$ cat src/logic/link_pkg.sv
`default_nettype none

package link_pkg;

  // Upper link field widths
  localparam int STATE_W   = 8;
  localparam int PROTID_W  = 4;
  localparam int PAYLOAD_W = 64;
  localparam int CRC_W     = 16;
  localparam int FLIT_W    = 96;
  localparam int DEBUG_W   = 32;

  // Lane word is a flit slice with strobe and marker on top
  localparam int LANE_DATA_W  = 24;
  localparam int LANE_STB_BIT = LANE_DATA_W;
  localparam int LANE_MRK_BIT = LANE_DATA_W + 1;

  // Single bit flags sit just above the pad bit
  localparam int FLIT_VALID_BIT     = 1;
  localparam int FLIT_CRC_VALID_BIT = 2;
  localparam int FLIT_DVALID_BIT    = 3;

  typedef logic [STATE_W-1:0]       state_t;
  typedef logic [PROTID_W-1:0]      protid_t;
  typedef logic [PAYLOAD_W-1:0]     payload_t;
  typedef logic [CRC_W-1:0]         crc_t;
  typedef logic [FLIT_W-1:0]        flit_t;
  typedef logic [LANE_MRK_BIT:0]    lane_t;
  typedef logic [DEBUG_W-1:0]       debug_cnt_t;

endpackage

`default_nettype wire

$ cat src/logic/sync_pkg.sv
`default_nettype none

package sync_pkg;

  // Delay programmed in clock cycles
  typedef logic [15:0] delay_t;

  // Transmit side goes through training before data
  typedef enum logic [1:0] {
    TX_OFF,
    TX_WAIT_Y,
    TX_TRAIN,
    TX_ON
  } tx_state_e;

  typedef enum logic [1:0] {
    RX_OFF,
    RX_WAIT_X,
    RX_ON
  } rx_state_e;

endpackage

`default_nettype wire

$ cat src/logic/ll_delay_timer.sv
`timescale 1ns/1ps
`default_nettype none

module ll_delay_timer (
  input  logic             clk_wr,
  input  logic             arst_n,
  input  logic             load,
  input  sync_pkg::delay_t load_value,
  output logic             done
);

  sync_pkg::delay_t count;
  logic             active;

  // High in the cycle where the count has reached zero,
  // so it is sampled on the (N+1)th edge after the load
  assign done = active && (count == '0);

  always_ff @(posedge clk_wr or negedge arst_n) begin
    if (!arst_n) begin
      count  <= '0;
      active <= 1'b0;
    end else if (load) begin
      // Reload wins over an expiring count
      count  <= load_value;
      active <= 1'b1;
    end else if (done) begin
      active <= 1'b0;
    end else if (active) begin
      count <= count - 1'b1;
    end
  end

endmodule

`default_nettype wire

$ cat src/logic/ll_flit_map.sv
`timescale 1ns/1ps
`default_nettype none

module ll_flit_map (
  input  link_pkg::state_t   dstrm_state,
  input  link_pkg::protid_t  dstrm_protid,
  input  link_pkg::payload_t dstrm_data,
  input  logic               dstrm_dvalid,
  input  link_pkg::crc_t     dstrm_crc,
  input  logic               dstrm_crc_valid,
  input  logic               dstrm_valid,
  output link_pkg::flit_t    tx_flit,
  input  link_pkg::flit_t    rx_flit,
  output link_pkg::state_t   ustrm_state,
  output link_pkg::protid_t  ustrm_protid,
  output link_pkg::payload_t ustrm_data,
  output logic               ustrm_dvalid,
  output link_pkg::crc_t     ustrm_crc,
  output logic               ustrm_crc_valid,
  output logic               ustrm_valid
);

  // Real field bits including the three flags
  localparam int FIELD_W = link_pkg::STATE_W + link_pkg::PROTID_W +
                           link_pkg::PAYLOAD_W + link_pkg::CRC_W + 3;

  // Pad up to a whole number of lane slices
  localparam int SLICES = (FIELD_W + link_pkg::LANE_DATA_W - 1) / link_pkg::LANE_DATA_W;
  localparam int PAD_W  = SLICES * link_pkg::LANE_DATA_W - FIELD_W;

  // Field offsets above the flags
  localparam int CRC_LSB    = link_pkg::FLIT_DVALID_BIT + 1;
  localparam int DATA_LSB   = CRC_LSB + link_pkg::CRC_W;
  localparam int PROTID_LSB = DATA_LSB + link_pkg::PAYLOAD_W;
  localparam int STATE_LSB  = PROTID_LSB + link_pkg::PROTID_W;

  ////////////////////////////////////////////////////////////
  // Pack with state in the top bits

  assign tx_flit = {dstrm_state,
                    dstrm_protid,
                    dstrm_data,
                    dstrm_crc,
                    dstrm_dvalid,
                    dstrm_crc_valid,
                    dstrm_valid,
                    {PAD_W{1'b0}}};

  ////////////////////////////////////////////////////////////
  // Unpack

  assign ustrm_state     = rx_flit[STATE_LSB +: link_pkg::STATE_W];
  assign ustrm_protid    = rx_flit[PROTID_LSB +: link_pkg::PROTID_W];
  assign ustrm_data      = rx_flit[DATA_LSB +: link_pkg::PAYLOAD_W];
  assign ustrm_crc       = rx_flit[CRC_LSB +: link_pkg::CRC_W];
  assign ustrm_dvalid    = rx_flit[link_pkg::FLIT_DVALID_BIT];
  assign ustrm_crc_valid = rx_flit[link_pkg::FLIT_CRC_VALID_BIT];
  assign ustrm_valid     = rx_flit[link_pkg::FLIT_VALID_BIT];

endmodule

`default_nettype wire

$ cat src/logic/ll_lane_concat.sv
`timescale 1ns/1ps
`default_nettype none

module ll_lane_concat #(
  parameter int NUM_LANES = 4
) (
  input  logic                 clk_wr,
  input  logic                 arst_n,
  input  link_pkg::flit_t      tx_flit,
  input  logic                 dstrm_valid,
  input  logic                 tx_online_delay,
  input  logic                 tx_training,
  input  logic                 rx_online_delay,
  output link_pkg::lane_t      tx_lane [NUM_LANES],
  input  link_pkg::lane_t      rx_lane [NUM_LANES],
  output link_pkg::flit_t      rx_flit,
  output link_pkg::debug_cnt_t tx_count,
  output link_pkg::debug_cnt_t rx_count
);

  localparam int LW     = link_pkg::LANE_DATA_W;
  localparam int FLIT_W = $bits(link_pkg::flit_t);
  localparam int WIDE_W = NUM_LANES * LW;

  logic [WIDE_W-1:0] tx_wide;
  logic [WIDE_W-1:0] rx_wide;
  logic [WIDE_W-1:0] rx_wide_q;
  link_pkg::lane_t   tx_lane_d [NUM_LANES];
  logic              rx_qual;
  logic              rx_qual_q;

  ////////////////////////////////////////////////////////////
  // Transmit striping

  // Lanes past the end of the flit carry zero data
  assign tx_wide = WIDE_W'(tx_flit);

  always_comb begin
    for (int k = 0; k < NUM_LANES; k++) begin
      tx_lane_d[k] = '0;
      if (tx_online_delay) begin
        tx_lane_d[k][link_pkg::LANE_STB_BIT] = 1'b1;
        tx_lane_d[k][LW-1:0]                 = tx_wide[k*LW +: LW];
      end else if (tx_training) begin
        // Training pattern with a marker on every lane
        tx_lane_d[k][link_pkg::LANE_STB_BIT] = 1'b1;
        tx_lane_d[k][link_pkg::LANE_MRK_BIT] = 1'b1;
      end
    end
  end

  always_ff @(posedge clk_wr or negedge arst_n) begin
    if (!arst_n) begin
      tx_lane  <= '{default: '0};
      tx_count <= '0;
    end else begin
      tx_lane <= tx_lane_d;
      if (tx_online_delay && dstrm_valid) begin
        tx_count <= tx_count + 1'b1;
      end
    end
  end

  ////////////////////////////////////////////////////////////
  // Receive reassembly

  // Flit is good only if every lane shows strobe without marker
  always_comb begin
    rx_qual = rx_online_delay;
    for (int k = 0; k < NUM_LANES; k++) begin
      rx_wide[k*LW +: LW] = rx_lane[k][LW-1:0];
      rx_qual = rx_qual && rx_lane[k][link_pkg::LANE_STB_BIT] &&
                !rx_lane[k][link_pkg::LANE_MRK_BIT];
    end
  end

  always_ff @(posedge clk_wr) begin
    rx_wide_q <= rx_wide;
  end

  // Counter moves on the same edge that presents the flit
  always_ff @(posedge clk_wr or negedge arst_n) begin
    if (!arst_n) begin
      rx_qual_q <= 1'b0;
      rx_count  <= '0;
    end else begin
      rx_qual_q <= rx_qual;
      if (rx_qual && rx_wide[link_pkg::FLIT_VALID_BIT]) begin
        rx_count <= rx_count + 1'b1;
      end
    end
  end

  always_comb begin
    rx_flit = rx_wide_q[FLIT_W-1:0];
    if (!rx_qual_q) begin
      rx_flit[link_pkg::FLIT_VALID_BIT]     = 1'b0;
      rx_flit[link_pkg::FLIT_CRC_VALID_BIT] = 1'b0;
      rx_flit[link_pkg::FLIT_DVALID_BIT]    = 1'b0;
    end
  end

endmodule

`default_nettype wire

$ cat src/logic/ll_sync_fsm.sv
`timescale 1ns/1ps
`default_nettype none

module ll_sync_fsm (
  input  logic             clk_wr,
  input  logic             arst_n,
  input  logic             tx_online,
  input  logic             rx_online,
  input  sync_pkg::delay_t delay_x_value,
  input  sync_pkg::delay_t delay_y_value,
  input  sync_pkg::delay_t delay_z_value,
  input  logic             tx_done,
  input  logic             rx_done,
  output logic             tx_load,
  output logic             rx_load,
  output sync_pkg::delay_t tx_load_value,
  output sync_pkg::delay_t rx_load_value,
  output logic             tx_online_delay,
  output logic             tx_training,
  output logic             rx_online_delay
);

  sync_pkg::tx_state_e tx_state;
  sync_pkg::tx_state_e tx_state_nxt;
  sync_pkg::rx_state_e rx_state;
  sync_pkg::rx_state_e rx_state_nxt;

  ////////////////////////////////////////////////////////////
  // Transmit sequencing

  always_comb begin
    tx_state_nxt  = tx_state;
    tx_load       = 1'b0;
    tx_load_value = delay_y_value;
    if (!tx_online) begin
      tx_state_nxt = sync_pkg::TX_OFF;
    end else begin
      case (tx_state)
        sync_pkg::TX_OFF: begin
          // Start the quiet period
          tx_load      = 1'b1;
          tx_state_nxt = sync_pkg::TX_WAIT_Y;
        end
        sync_pkg::TX_WAIT_Y: begin
          if (tx_done) begin
            tx_load       = 1'b1;
            tx_load_value = delay_z_value;
            tx_state_nxt  = sync_pkg::TX_TRAIN;
          end
        end
        sync_pkg::TX_TRAIN: begin
          if (tx_done) begin
            tx_state_nxt = sync_pkg::TX_ON;
          end
        end
        sync_pkg::TX_ON: begin
          tx_state_nxt = sync_pkg::TX_ON;
        end
        default: begin
          tx_state_nxt = sync_pkg::TX_OFF;
        end
      endcase
    end
  end

  ////////////////////////////////////////////////////////////
  // Receive sequencing

  assign rx_load_value = delay_x_value;

  always_comb begin
    rx_state_nxt = rx_state;
    rx_load      = 1'b0;
    if (!rx_online) begin
      rx_state_nxt = sync_pkg::RX_OFF;
    end else begin
      case (rx_state)
        sync_pkg::RX_OFF: begin
          rx_load      = 1'b1;
          rx_state_nxt = sync_pkg::RX_WAIT_X;
        end
        sync_pkg::RX_WAIT_X: begin
          if (rx_done) begin
            rx_state_nxt = sync_pkg::RX_ON;
          end
        end
        default: begin
          rx_state_nxt = sync_pkg::RX_ON;
        end
      endcase
    end
  end

  always_ff @(posedge clk_wr or negedge arst_n) begin
    if (!arst_n) begin
      tx_state <= sync_pkg::TX_OFF;
      rx_state <= sync_pkg::RX_OFF;
    end else begin
      tx_state <= tx_state_nxt;
      rx_state <= rx_state_nxt;
    end
  end

  assign tx_online_delay = (tx_state == sync_pkg::TX_ON);
  assign tx_training     = (tx_state == sync_pkg::TX_TRAIN);
  assign rx_online_delay = (rx_state == sync_pkg::RX_ON);

endmodule

`default_nettype wire

$ cat src/logic/ll_txrx_top.sv
`timescale 1ns/1ps
`default_nettype none

module ll_txrx_top #(
  parameter int NUM_LANES = 4
) (
  input  logic                 clk_wr,
  input  logic                 arst_n,
  input  logic                 tx_online,
  input  logic                 rx_online,

  // PHY lanes
  output link_pkg::lane_t      tx_phy0,
  input  link_pkg::lane_t      rx_phy0,
  output link_pkg::lane_t      tx_phy1,
  input  link_pkg::lane_t      rx_phy1,
  output link_pkg::lane_t      tx_phy2,
  input  link_pkg::lane_t      rx_phy2,
  output link_pkg::lane_t      tx_phy3,
  input  link_pkg::lane_t      rx_phy3,

  // Downstream fields
  input  link_pkg::state_t     dstrm_state,
  input  link_pkg::protid_t    dstrm_protid,
  input  link_pkg::payload_t   dstrm_data,
  input  logic                 dstrm_dvalid,
  input  link_pkg::crc_t       dstrm_crc,
  input  logic                 dstrm_crc_valid,
  input  logic                 dstrm_valid,

  // Upstream fields
  output link_pkg::state_t     ustrm_state,
  output link_pkg::protid_t    ustrm_protid,
  output link_pkg::payload_t   ustrm_data,
  output logic                 ustrm_dvalid,
  output link_pkg::crc_t       ustrm_crc,
  output logic                 ustrm_crc_valid,
  output logic                 ustrm_valid,

  output link_pkg::debug_cnt_t tx_downstream_debug_status,
  output link_pkg::debug_cnt_t rx_upstream_debug_status,

  input  sync_pkg::delay_t     delay_x_value,
  input  sync_pkg::delay_t     delay_y_value,
  input  sync_pkg::delay_t     delay_z_value
);

  logic             tx_load;
  logic             rx_load;
  logic             tx_done;
  logic             rx_done;
  sync_pkg::delay_t tx_load_value;
  sync_pkg::delay_t rx_load_value;
  logic             tx_online_delay;
  logic             tx_training;
  logic             rx_online_delay;
  link_pkg::flit_t  tx_flit;
  link_pkg::flit_t  rx_flit;
  link_pkg::lane_t  tx_lane [NUM_LANES];
  link_pkg::lane_t  rx_lane [NUM_LANES];

  ////////////////////////////////////////////////////////////
  // Online sequencing

  ll_sync_fsm u_sync_fsm (
    .clk_wr          (clk_wr),
    .arst_n          (arst_n),
    .tx_online       (tx_online),
    .rx_online       (rx_online),
    .delay_x_value   (delay_x_value),
    .delay_y_value   (delay_y_value),
    .delay_z_value   (delay_z_value),
    .tx_done         (tx_done),
    .rx_done         (rx_done),
    .tx_load         (tx_load),
    .rx_load         (rx_load),
    .tx_load_value   (tx_load_value),
    .rx_load_value   (rx_load_value),
    .tx_online_delay (tx_online_delay),
    .tx_training     (tx_training),
    .rx_online_delay (rx_online_delay)
  );

  ll_delay_timer tx_timer (
    .clk_wr     (clk_wr),
    .arst_n     (arst_n),
    .load       (tx_load),
    .load_value (tx_load_value),
    .done       (tx_done)
  );

  ll_delay_timer rx_timer (
    .clk_wr     (clk_wr),
    .arst_n     (arst_n),
    .load       (rx_load),
    .load_value (rx_load_value),
    .done       (rx_done)
  );

  ////////////////////////////////////////////////////////////
  // Flit and lane path

  ll_flit_map u_flit_map (
    .dstrm_state     (dstrm_state),
    .dstrm_protid    (dstrm_protid),
    .dstrm_data      (dstrm_data),
    .dstrm_dvalid    (dstrm_dvalid),
    .dstrm_crc       (dstrm_crc),
    .dstrm_crc_valid (dstrm_crc_valid),
    .dstrm_valid     (dstrm_valid),
    .tx_flit         (tx_flit),
    .rx_flit         (rx_flit),
    .ustrm_state     (ustrm_state),
    .ustrm_protid    (ustrm_protid),
    .ustrm_data      (ustrm_data),
    .ustrm_dvalid    (ustrm_dvalid),
    .ustrm_crc       (ustrm_crc),
    .ustrm_crc_valid (ustrm_crc_valid),
    .ustrm_valid     (ustrm_valid)
  );

  ll_lane_concat #(
    .NUM_LANES (NUM_LANES)
  ) u_lane_concat (
    .clk_wr          (clk_wr),
    .arst_n          (arst_n),
    .tx_flit         (tx_flit),
    .dstrm_valid     (dstrm_valid),
    .tx_online_delay (tx_online_delay),
    .tx_training     (tx_training),
    .rx_online_delay (rx_online_delay),
    .tx_lane         (tx_lane),
    .rx_lane         (rx_lane),
    .rx_flit         (rx_flit),
    .tx_count        (tx_downstream_debug_status),
    .rx_count        (rx_upstream_debug_status)
  );

  // Numbered PHY ports
  assign tx_phy0    = tx_lane[0];
  assign tx_phy1    = tx_lane[1];
  assign tx_phy2    = tx_lane[2];
  assign tx_phy3    = tx_lane[3];
  assign rx_lane[0] = rx_phy0;
  assign rx_lane[1] = rx_phy1;
  assign rx_lane[2] = rx_phy2;
  assign rx_lane[3] = rx_phy3;

endmodule

`default_nettype wire

$ cat config.mk
export PLATFORM = sky130hd
export DESIGN_NAME = ll_txrx_top
export DESIGN_NICKNAME = d
export VERILOG_FILES = /design/src/logic/link_pkg.sv /design/src/logic/sync_pkg.sv /design/src/logic/ll_delay_timer.sv /design/src/logic/ll_flit_map.sv /design/src/logic/ll_lane_concat.sv /design/src/logic/ll_sync_fsm.sv /design/src/logic/ll_txrx_top.sv
export SDC_FILE = /design/constraint.sdc
export NUM_CORES = 1
export LEC_CHECK = 0
export ABC_AREA = 1
export CORE_AREA = 4 4 199 201
export DETAILED_ROUTE_END_ITERATION = 10
export DIE_AREA = 0 0 203 205
export DONT_BUFFER_PORTS = 1
export GPL_TIMING_DRIVEN = 0
export SLEW_MARGIN = 20
export SYNTH_ARGS = -nofsm -noshare
export SYNTH_HDL_FRONTEND = slang
export SYNTH_HIERARCHICAL = 1
export SYNTH_SLANG_ARGS = --single-unit
$ cat constraint.sdc
create_clock -name clk_wr -period 4.9 [get_ports clk_wr]
set_input_delay 0.98 -clock clk_wr [delete_from_list [all_inputs] [get_ports clk_wr]]
set_output_delay 0.98 -clock clk_wr [all_outputs]
set_load 0.05 [all_outputs]
==> results of run 1 <==
-- cells in the final DEF, fill, tap and decap left out, drive strengths merged, types with 18 or more instances in the layout --
cell type and n:
dfrtp 201, buf 318, nor2 190, clkbuf 55, xor2 24, nand2 541, nand3 113, dfxtp 95
o21ai 18, inv 204
-- power breakdown --
group          switching [mW]  total (mW)  internal, mW  leakage (nW)
Sequential              0.136        2.71          2.57          3.54
Combinational           0.531       0.895         0.364          4.73
Clock                    1.01        2.59          1.58         0.566
-- worst register-to-register path: cells and delay by family (launching register included) --
| kind | cells | cell delay (ns) |
|---|---|---|
| flip-flops | 1 | 0.40 |
| AND/OR/NAND/NOR | 12 | 1.60 |
| AO/OA/AOI/OAI | 1 | 0.06 |
| buffers and inverters | 4 | 0.59 |
| adder cells (fa/ha/maj) | 1 | 0.25 |
-- how the worst max path moves through the flow --
| stage | from | endpoint |
|---|---|---|
| 5_1_grt | tx_timer/count[0]$_DFFE_PN0P_ | tx_timer/count[9]$_DFFE_PN0P_ |
| 2_1_floorplan | tx_timer/count[0]$_DFFE_PN0P_ | tx_timer/count[11]$_DFFE_PN0P_ |
| 4_1_cts | tx_timer/count[0]$_DFFE_PN0P_ | tx_timer/count[9]$_DFFE_PN0P_ |
| 6_report | tx_timer/count[0]$_DFFE_PN0P_ | tx_timer/count[6]$_DFFE_PN0P_ |
| 3_5_place_dp | tx_timer/count[0]$_DFFE_PN0P_ | tx_timer/count[9]$_DFFE_PN0P_ |
| 3_3_place_gp | tx_timer/count[0]$_DFFE_PN0P_ | tx_timer/count[9]$_DFFE_PN0P_ |
-- per-layer routing --
metal / GRT usage [%] / share of wire (%)
met1: 20.3 / 37
met4: 5.80 / 2.5
met2: 30.4 / 49
met3: 7.46 / 11
met5: 0 / 0.044
-- layout make-up --
type / count / area (µm²) / area share [%]
well taps: 511 / 639 / 3.89
plain buffers: 331 / 2490 / 15.2
flip-flops and latches: 296 / 6930 / 42.2
diodes: 1 / 2.50 / 0.0152
inverters: 200 / 751 / 4.57
multi-input cells: 952 / 4450 / 27.1
clock inverters: 17 / 206 / 1.26
clock buffers: 42 / 942 / 5.74
-- sequential cells by signal, summed over array words and instances (netlist names) --
register,count
u_lane_concat/tx_lane,98
u_lane_concat/rx_wide_q,95
u_lane_concat/rx_count,32
u_lane_concat/tx_count,32
rx_timer/count,16
tx_timer/count,16
u_sync_fsm/rx_state,2
u_sync_fsm/tx_state,2
rx_timer/active,1
tx_timer/active,1
u_lane_concat/rx_qual_q,1
-- per-stage QoR --
stage	instance area, µm²	std cells
after floorplan	14600	1779
after CTS	16400	2349
after detailed placement	15300	2290
after global routing	16400	2349
final	16400	2350
after global placement	15300	2290
==> qor.yml, run 1 <==
outcome:
  status: "finished, final reports clean"
critical_path:
  slowest_stage: "nor3_1"
  worstPathMaxFanout: 10
  crit_family: "simple AND/OR/NAND/NOR gates"
  crit_chain: "inv_1 > ha_1 > nand2_2 > inv_1 > nand2_1 > nor2_1 > nand2_1 > nor3_1 > nand2_2 > inv_2 > nand2_4 > buf_8 > nand2_2 > nand2_1 > nor2_1 > a21oi_1 > nand2_1 > nand2_1"
  max_stage_delay_ns: 0.46
  r2r-end: "tx_timer/count[6]$_DFFE_PN0P_"
  crit_type: "reg -> reg"
  worstReg2RegStart: "tx_timer/count[0]$_DFFE_PN0P_"
  rr_worst_depth: 18
  ff2ff_setup_slack_ns: 1.88
  start_kind: "flip-flop"
  crit_cells: 18
  critPathBufInv: 4
  worstPathArrival_ns: 3.42
  crit_path_frequent_cell: "nand2_1"
  crit_required_ns: 5.31
  endpoint_kind: "flip-flop"
yosys:
  syn_area_per_cell_um2: 8.22
  syn_inst: 1779
  yosysWarnings: 6
  syn-num-nets: 2034
  netlist_area_um2: 14600
placement:
  dp_hpwl_um: 30100
  place_ws_ns: 1.95
  port_buffers: 0
  gp_congestion: 0.895
finish:
  fillCellCount: 3704
  utilization_pct: 43.7
  layout.nets: 2070
  drive_gt1_share_pct: 25.0
  area_delta_synth_final_pct: 12.2
cts:
  cts_max_level: 2
  cts_resized: 0
  cts-buffers-inserted: 34
  clock_latency_ns: 0.53
  clk_pin_slew_worst_paths_ns: 0.06
  cts-root-buf: "clkbuf_16"
  cts_hold_buf: 0
  cts_num_sinks: 296
  clock_path_buffers: 3
  cts_tree: "built"
  post-cts-setup-buffers: 0
sta:
  worst_slack_ns: 1.88
  slew_violations: 0
  hold_viol: 0
  timing.fmax_ghz: 0.331
  worst_pin_slew_ns: 0.857
  final-setup-viol-count: 0
  hold_slack_ns: 0.150
  setup_tns_ns: 0
  skew_ns: 0.0185
  fin_crit_ns: 3.02
  max_slew_margin_pct: 42.5
  rsz0062_at_grt: "false"
  fin_crit_sh_pct: 61.6
global_routing:
  grt_pass1_wl_um: 57800
  grt_pass1_vias: 10200
  antenna_found_initial: 1
  grt_usage_pct: 17.8
  grt_max_degree: 202
  grt_overflow_total: 0
floorplanning:
  initial_core_util_pct: 38.9
  fp-row-count: 71
  die_h_um: 205
  coreArea_um2: 37600
  die_w_um: 203
  die_area_um2: 41600
  io_pins: 514
detailed_routing:
  post-route-drc-count: 0
  drt_pre_antenna_iters: 4
  drt_wl_total_um: 38500
  wl_per_cell_um: 16.4
  vias: 10400
  antenna_left: 0
  vias_per_cell: 4.44
  drtIter0Drc: 572
min_path:
  worst_hold_path_type: "in -> async"
run:
  max-cap-violations: 0
pwr:
  total_power_mw: 6.20
  ir_worst_vdd_uv: 228
  p_leak_nw: 8.83
  power.density_nw_per_um2: 378
Power figures use the tool's default switching activity.
==> run 2: changes to the inputs <==
- CORE_AREA: 4 4 199 201 -> 4 4 195 197
- DIE_AREA: 0 0 203 205 -> 0 0 199 201
- clock period: 4.9 -> 2.65 ns (I/O delays scaled with it)
==> run 2 against run 1 <==
  * The flow now finishes with violations (hold timing)
  * Maximum frequency increased by 22%
  * Hold slack got worse by 0.45 ns
  * Final cell count is 2.4% higher
  * Clock-buffer cell count grew 4
  * Register-to-register slack got worse by 1.7 ns
  * Combinational power grew 100%
  * Sequential power up 85%
  * Sequential cell count unchanged
  * Critical path depth fell by 1
  * Sequential share of layout area decreased by 2.2 points
  * First-iteration DRC count down 12%
  * Clock power grew 78%
  * Critical path type unchanged
  * Largest power group unchanged
==> qor.yml, run 2 (same netlist as run 1, synthesis figures left out) <==
critical_path:
  rr_worst_depth: 17
  start_kind: "flip-flop"
  crit_required_ns: 3.07
  endpoint_kind: "flip-flop"
  ff2ff_setup_slack_ns: 0.18
  worstPathMaxFanout: 10
  crit_type: "reg -> reg"
  r2r-end: "tx_timer/count[11]$_DFFE_PN0P_"
  worstReg2RegStart: "tx_timer/count[0]$_DFFE_PN0P_"
  worstPathArrival_ns: 2.88
detailed_routing:
  wl_per_cell_um: 17.2
  drtIter0Drc: 504
  antenna_left: 0
  post-route-drc-count: 0
  drt_pre_antenna_iters: 7
  vias: 10900
  vias_per_cell: 4.54
  drt_wl_total_um: 41400
global_routing:
  grt_max_degree: 202
  grt_use_met3_pct: 8.79
  busiest_layer: "met2"
  use_met1_pct: 21.8
  antenna_found_initial: 2
  grt_overflow_total: 0
  use_met2_pct: 35.0
  grt_pass1_wl_um: 63300
  grt_pass1_vias: 11300
  grt_usage_pct: 20.2
sta:
  fin_crit_ns: 2.47
  skew_ns: 0.0169
  slew_violations: 0
  timing.fmax_ghz: 0.406
  fin_crit_sh_pct: 93.0
  max_slew_margin_pct: 34.7
  hold_viol: 201
  hold_slack_ns: -0.301
  final-setup-viol-count: 0
  rsz0062_at_grt: "false"
  worst_pin_slew_ns: 0.979
  worst_slack_ns: 0.185
outcome:
  violations: "hold timing"
  status: "finished with violations"
cts:
  cts_num_sinks: 296
  cts_max_level: 2
  cts_tree: "built"
  clock_latency_ns: 0.53
  clk_pin_slew_worst_paths_ns: 0.06
  cts-buffers-inserted: 34
  cts-root-buf: "clkbuf_16"
  cts_hold_buf: 95
  clock_path_buffers: 3
run:
  max-cap-violations: 0
floorplanning:
  initial_core_util_pct: 40.3
  die_area_um2: 40000
  fp-row-count: 70
  die_w_um: 199
  die_h_um: 201
  coreArea_um2: 36300
  io_pins: 514
finish:
  layout.nets: 2169
  reg_top3: "u_lane_concat/tx_lane (98), u_lane_concat/rx_wide_q (95)"
  largest_register_ffs: 98
  area_delta_synth_final_pct: 18.4
  n_antenna_cell: 0
  regMostFlops: "u_lane_concat/tx_lane"
  fillCellCount: 3447
  mostFrequentLayoutCell: "nand2_1"
  final_cell_mix: "nand2_1 (528), buf_4 (312), dfrtp_1 (201), inv_1 (191), nor2_1 (162)"
  drive_gt1_share_pct: 24.1
  stdcell_area_um2: 17300
placement:
  place_ws_ns: -0.293
  gp_congestion: 0.907
  dp_hpwl_um: 30900
  post_dp_cell_area_um2: 15200
  port_buffers: 0
min_path:
  worst_hold_path_type: "in -> async"
pwr:
  p_leak_nw: 9.22
  total_power_mw: 11.4
  ir_worst_vdd_uv: 330
  power.density_nw_per_um2: 660
run 2: changes by cell type in the layout (fill, tap and decap cells not counted), moves of 2 or more:
| cell | change |
|---|---|
| inv_4 | +3 |
| dlygate4sd3_1 | +95 |
| inv_1 | -2 |
| clkbuf_1 | +3 |
| bufinv_16 | -3 |
| clkinv_2 | -3 |
| buf_4 | +4 |
run 2: report_power, final:
group	internal [mW]	switching [mW]	total, mW	leakage, nW
combinational	0.787	1.02	1.81	5.15
clock	2.69	1.91	4.60	0.534
sequential	4.76	0.262	5.02	3.54
total	8.23	3.20	11.4	9.22
run 2: critical path, stage by stage, from the launching register on:
cell	delay, ns
dfrtp_1	0.41
inv_2	0.12
ha_4	0.15
nand2_2	0.09
inv_1	0.09
nand2_1	0.09
nor2_2	0.13
nand2_1	0.11
nor3_4	0.22
nand2_2	0.12
inv_4	0.10
nand2_4	0.08
buf_8	0.15
nand2_1	0.05
nand2_1	0.04
or2_2	0.29
o21ai_2	0.05
nor2_1	0.05
run 2: worst max path at each step:
stage / startpoint / endpoint / slack, ns
floorplan: tx_timer/count[0]$_DFFE_PN0P_ / tx_timer/count[11]$_DFFE_PN0P_ / 0.25
global placement: tx_timer/count[0]$_DFFE_PN0P_ / tx_timer/count[11]$_DFFE_PN0P_ / -0.29
detailed placement: tx_timer/count[0]$_DFFE_PN0P_ / tx_timer/count[11]$_DFFE_PN0P_ / -0.29
CTS: tx_timer/count[0]$_DFFE_PN0P_ / tx_timer/count[11]$_DFFE_PN0P_ / 0.03
global route: tx_timer/count[0]$_DFFE_PN0P_ / tx_timer/count[9]$_DFFE_PN0P_ / 0.005
finish: tx_timer/count[0]$_DFFE_PN0P_ / tx_timer/count[11]$_DFFE_PN0P_ / 0.18
run 2: stage by stage:
stage	util [%]	cells	setup TNS (ns)
after global routing	47.8	2406	0
after floorplan	-	1779	0
after global placement	42.0	2247	-2.78
after CTS	47.7	2402	0
after detailed placement	42.0	2247	-2.70
final	47.8	2406	0
run 2: layout make-up:
cell class	count	area [µm²]	area share, %
plain buffers	331	2490	14.4
clock buffers	46	967	5.58
clock inverters	14	129	0.744
inverters	200	753	4.35
multi-input cells	952	4480	25.9
flip-flops and latches	296	6930	40.0
well taps	468	586	3.38
repair buffers	99	981	5.66
run 2: per-layer routing:
layer	vias up	wire [µm]
met5	-	34
met4	4	1550
met3	85	4500
met2	445	20300
met1	5074	15100
li1	5327	-
run 2: timing repair:
| item | in CTS | in global routing |
|---|---|---|
| endpoints found under the hold margin | 296 | 201 |
| gates resized for setup | 6 | 4 |
| setup endpoints to repair | 17 | 16 |
| buffers inserted | 0 | 4 |
| pin swaps | 1 | 2 |
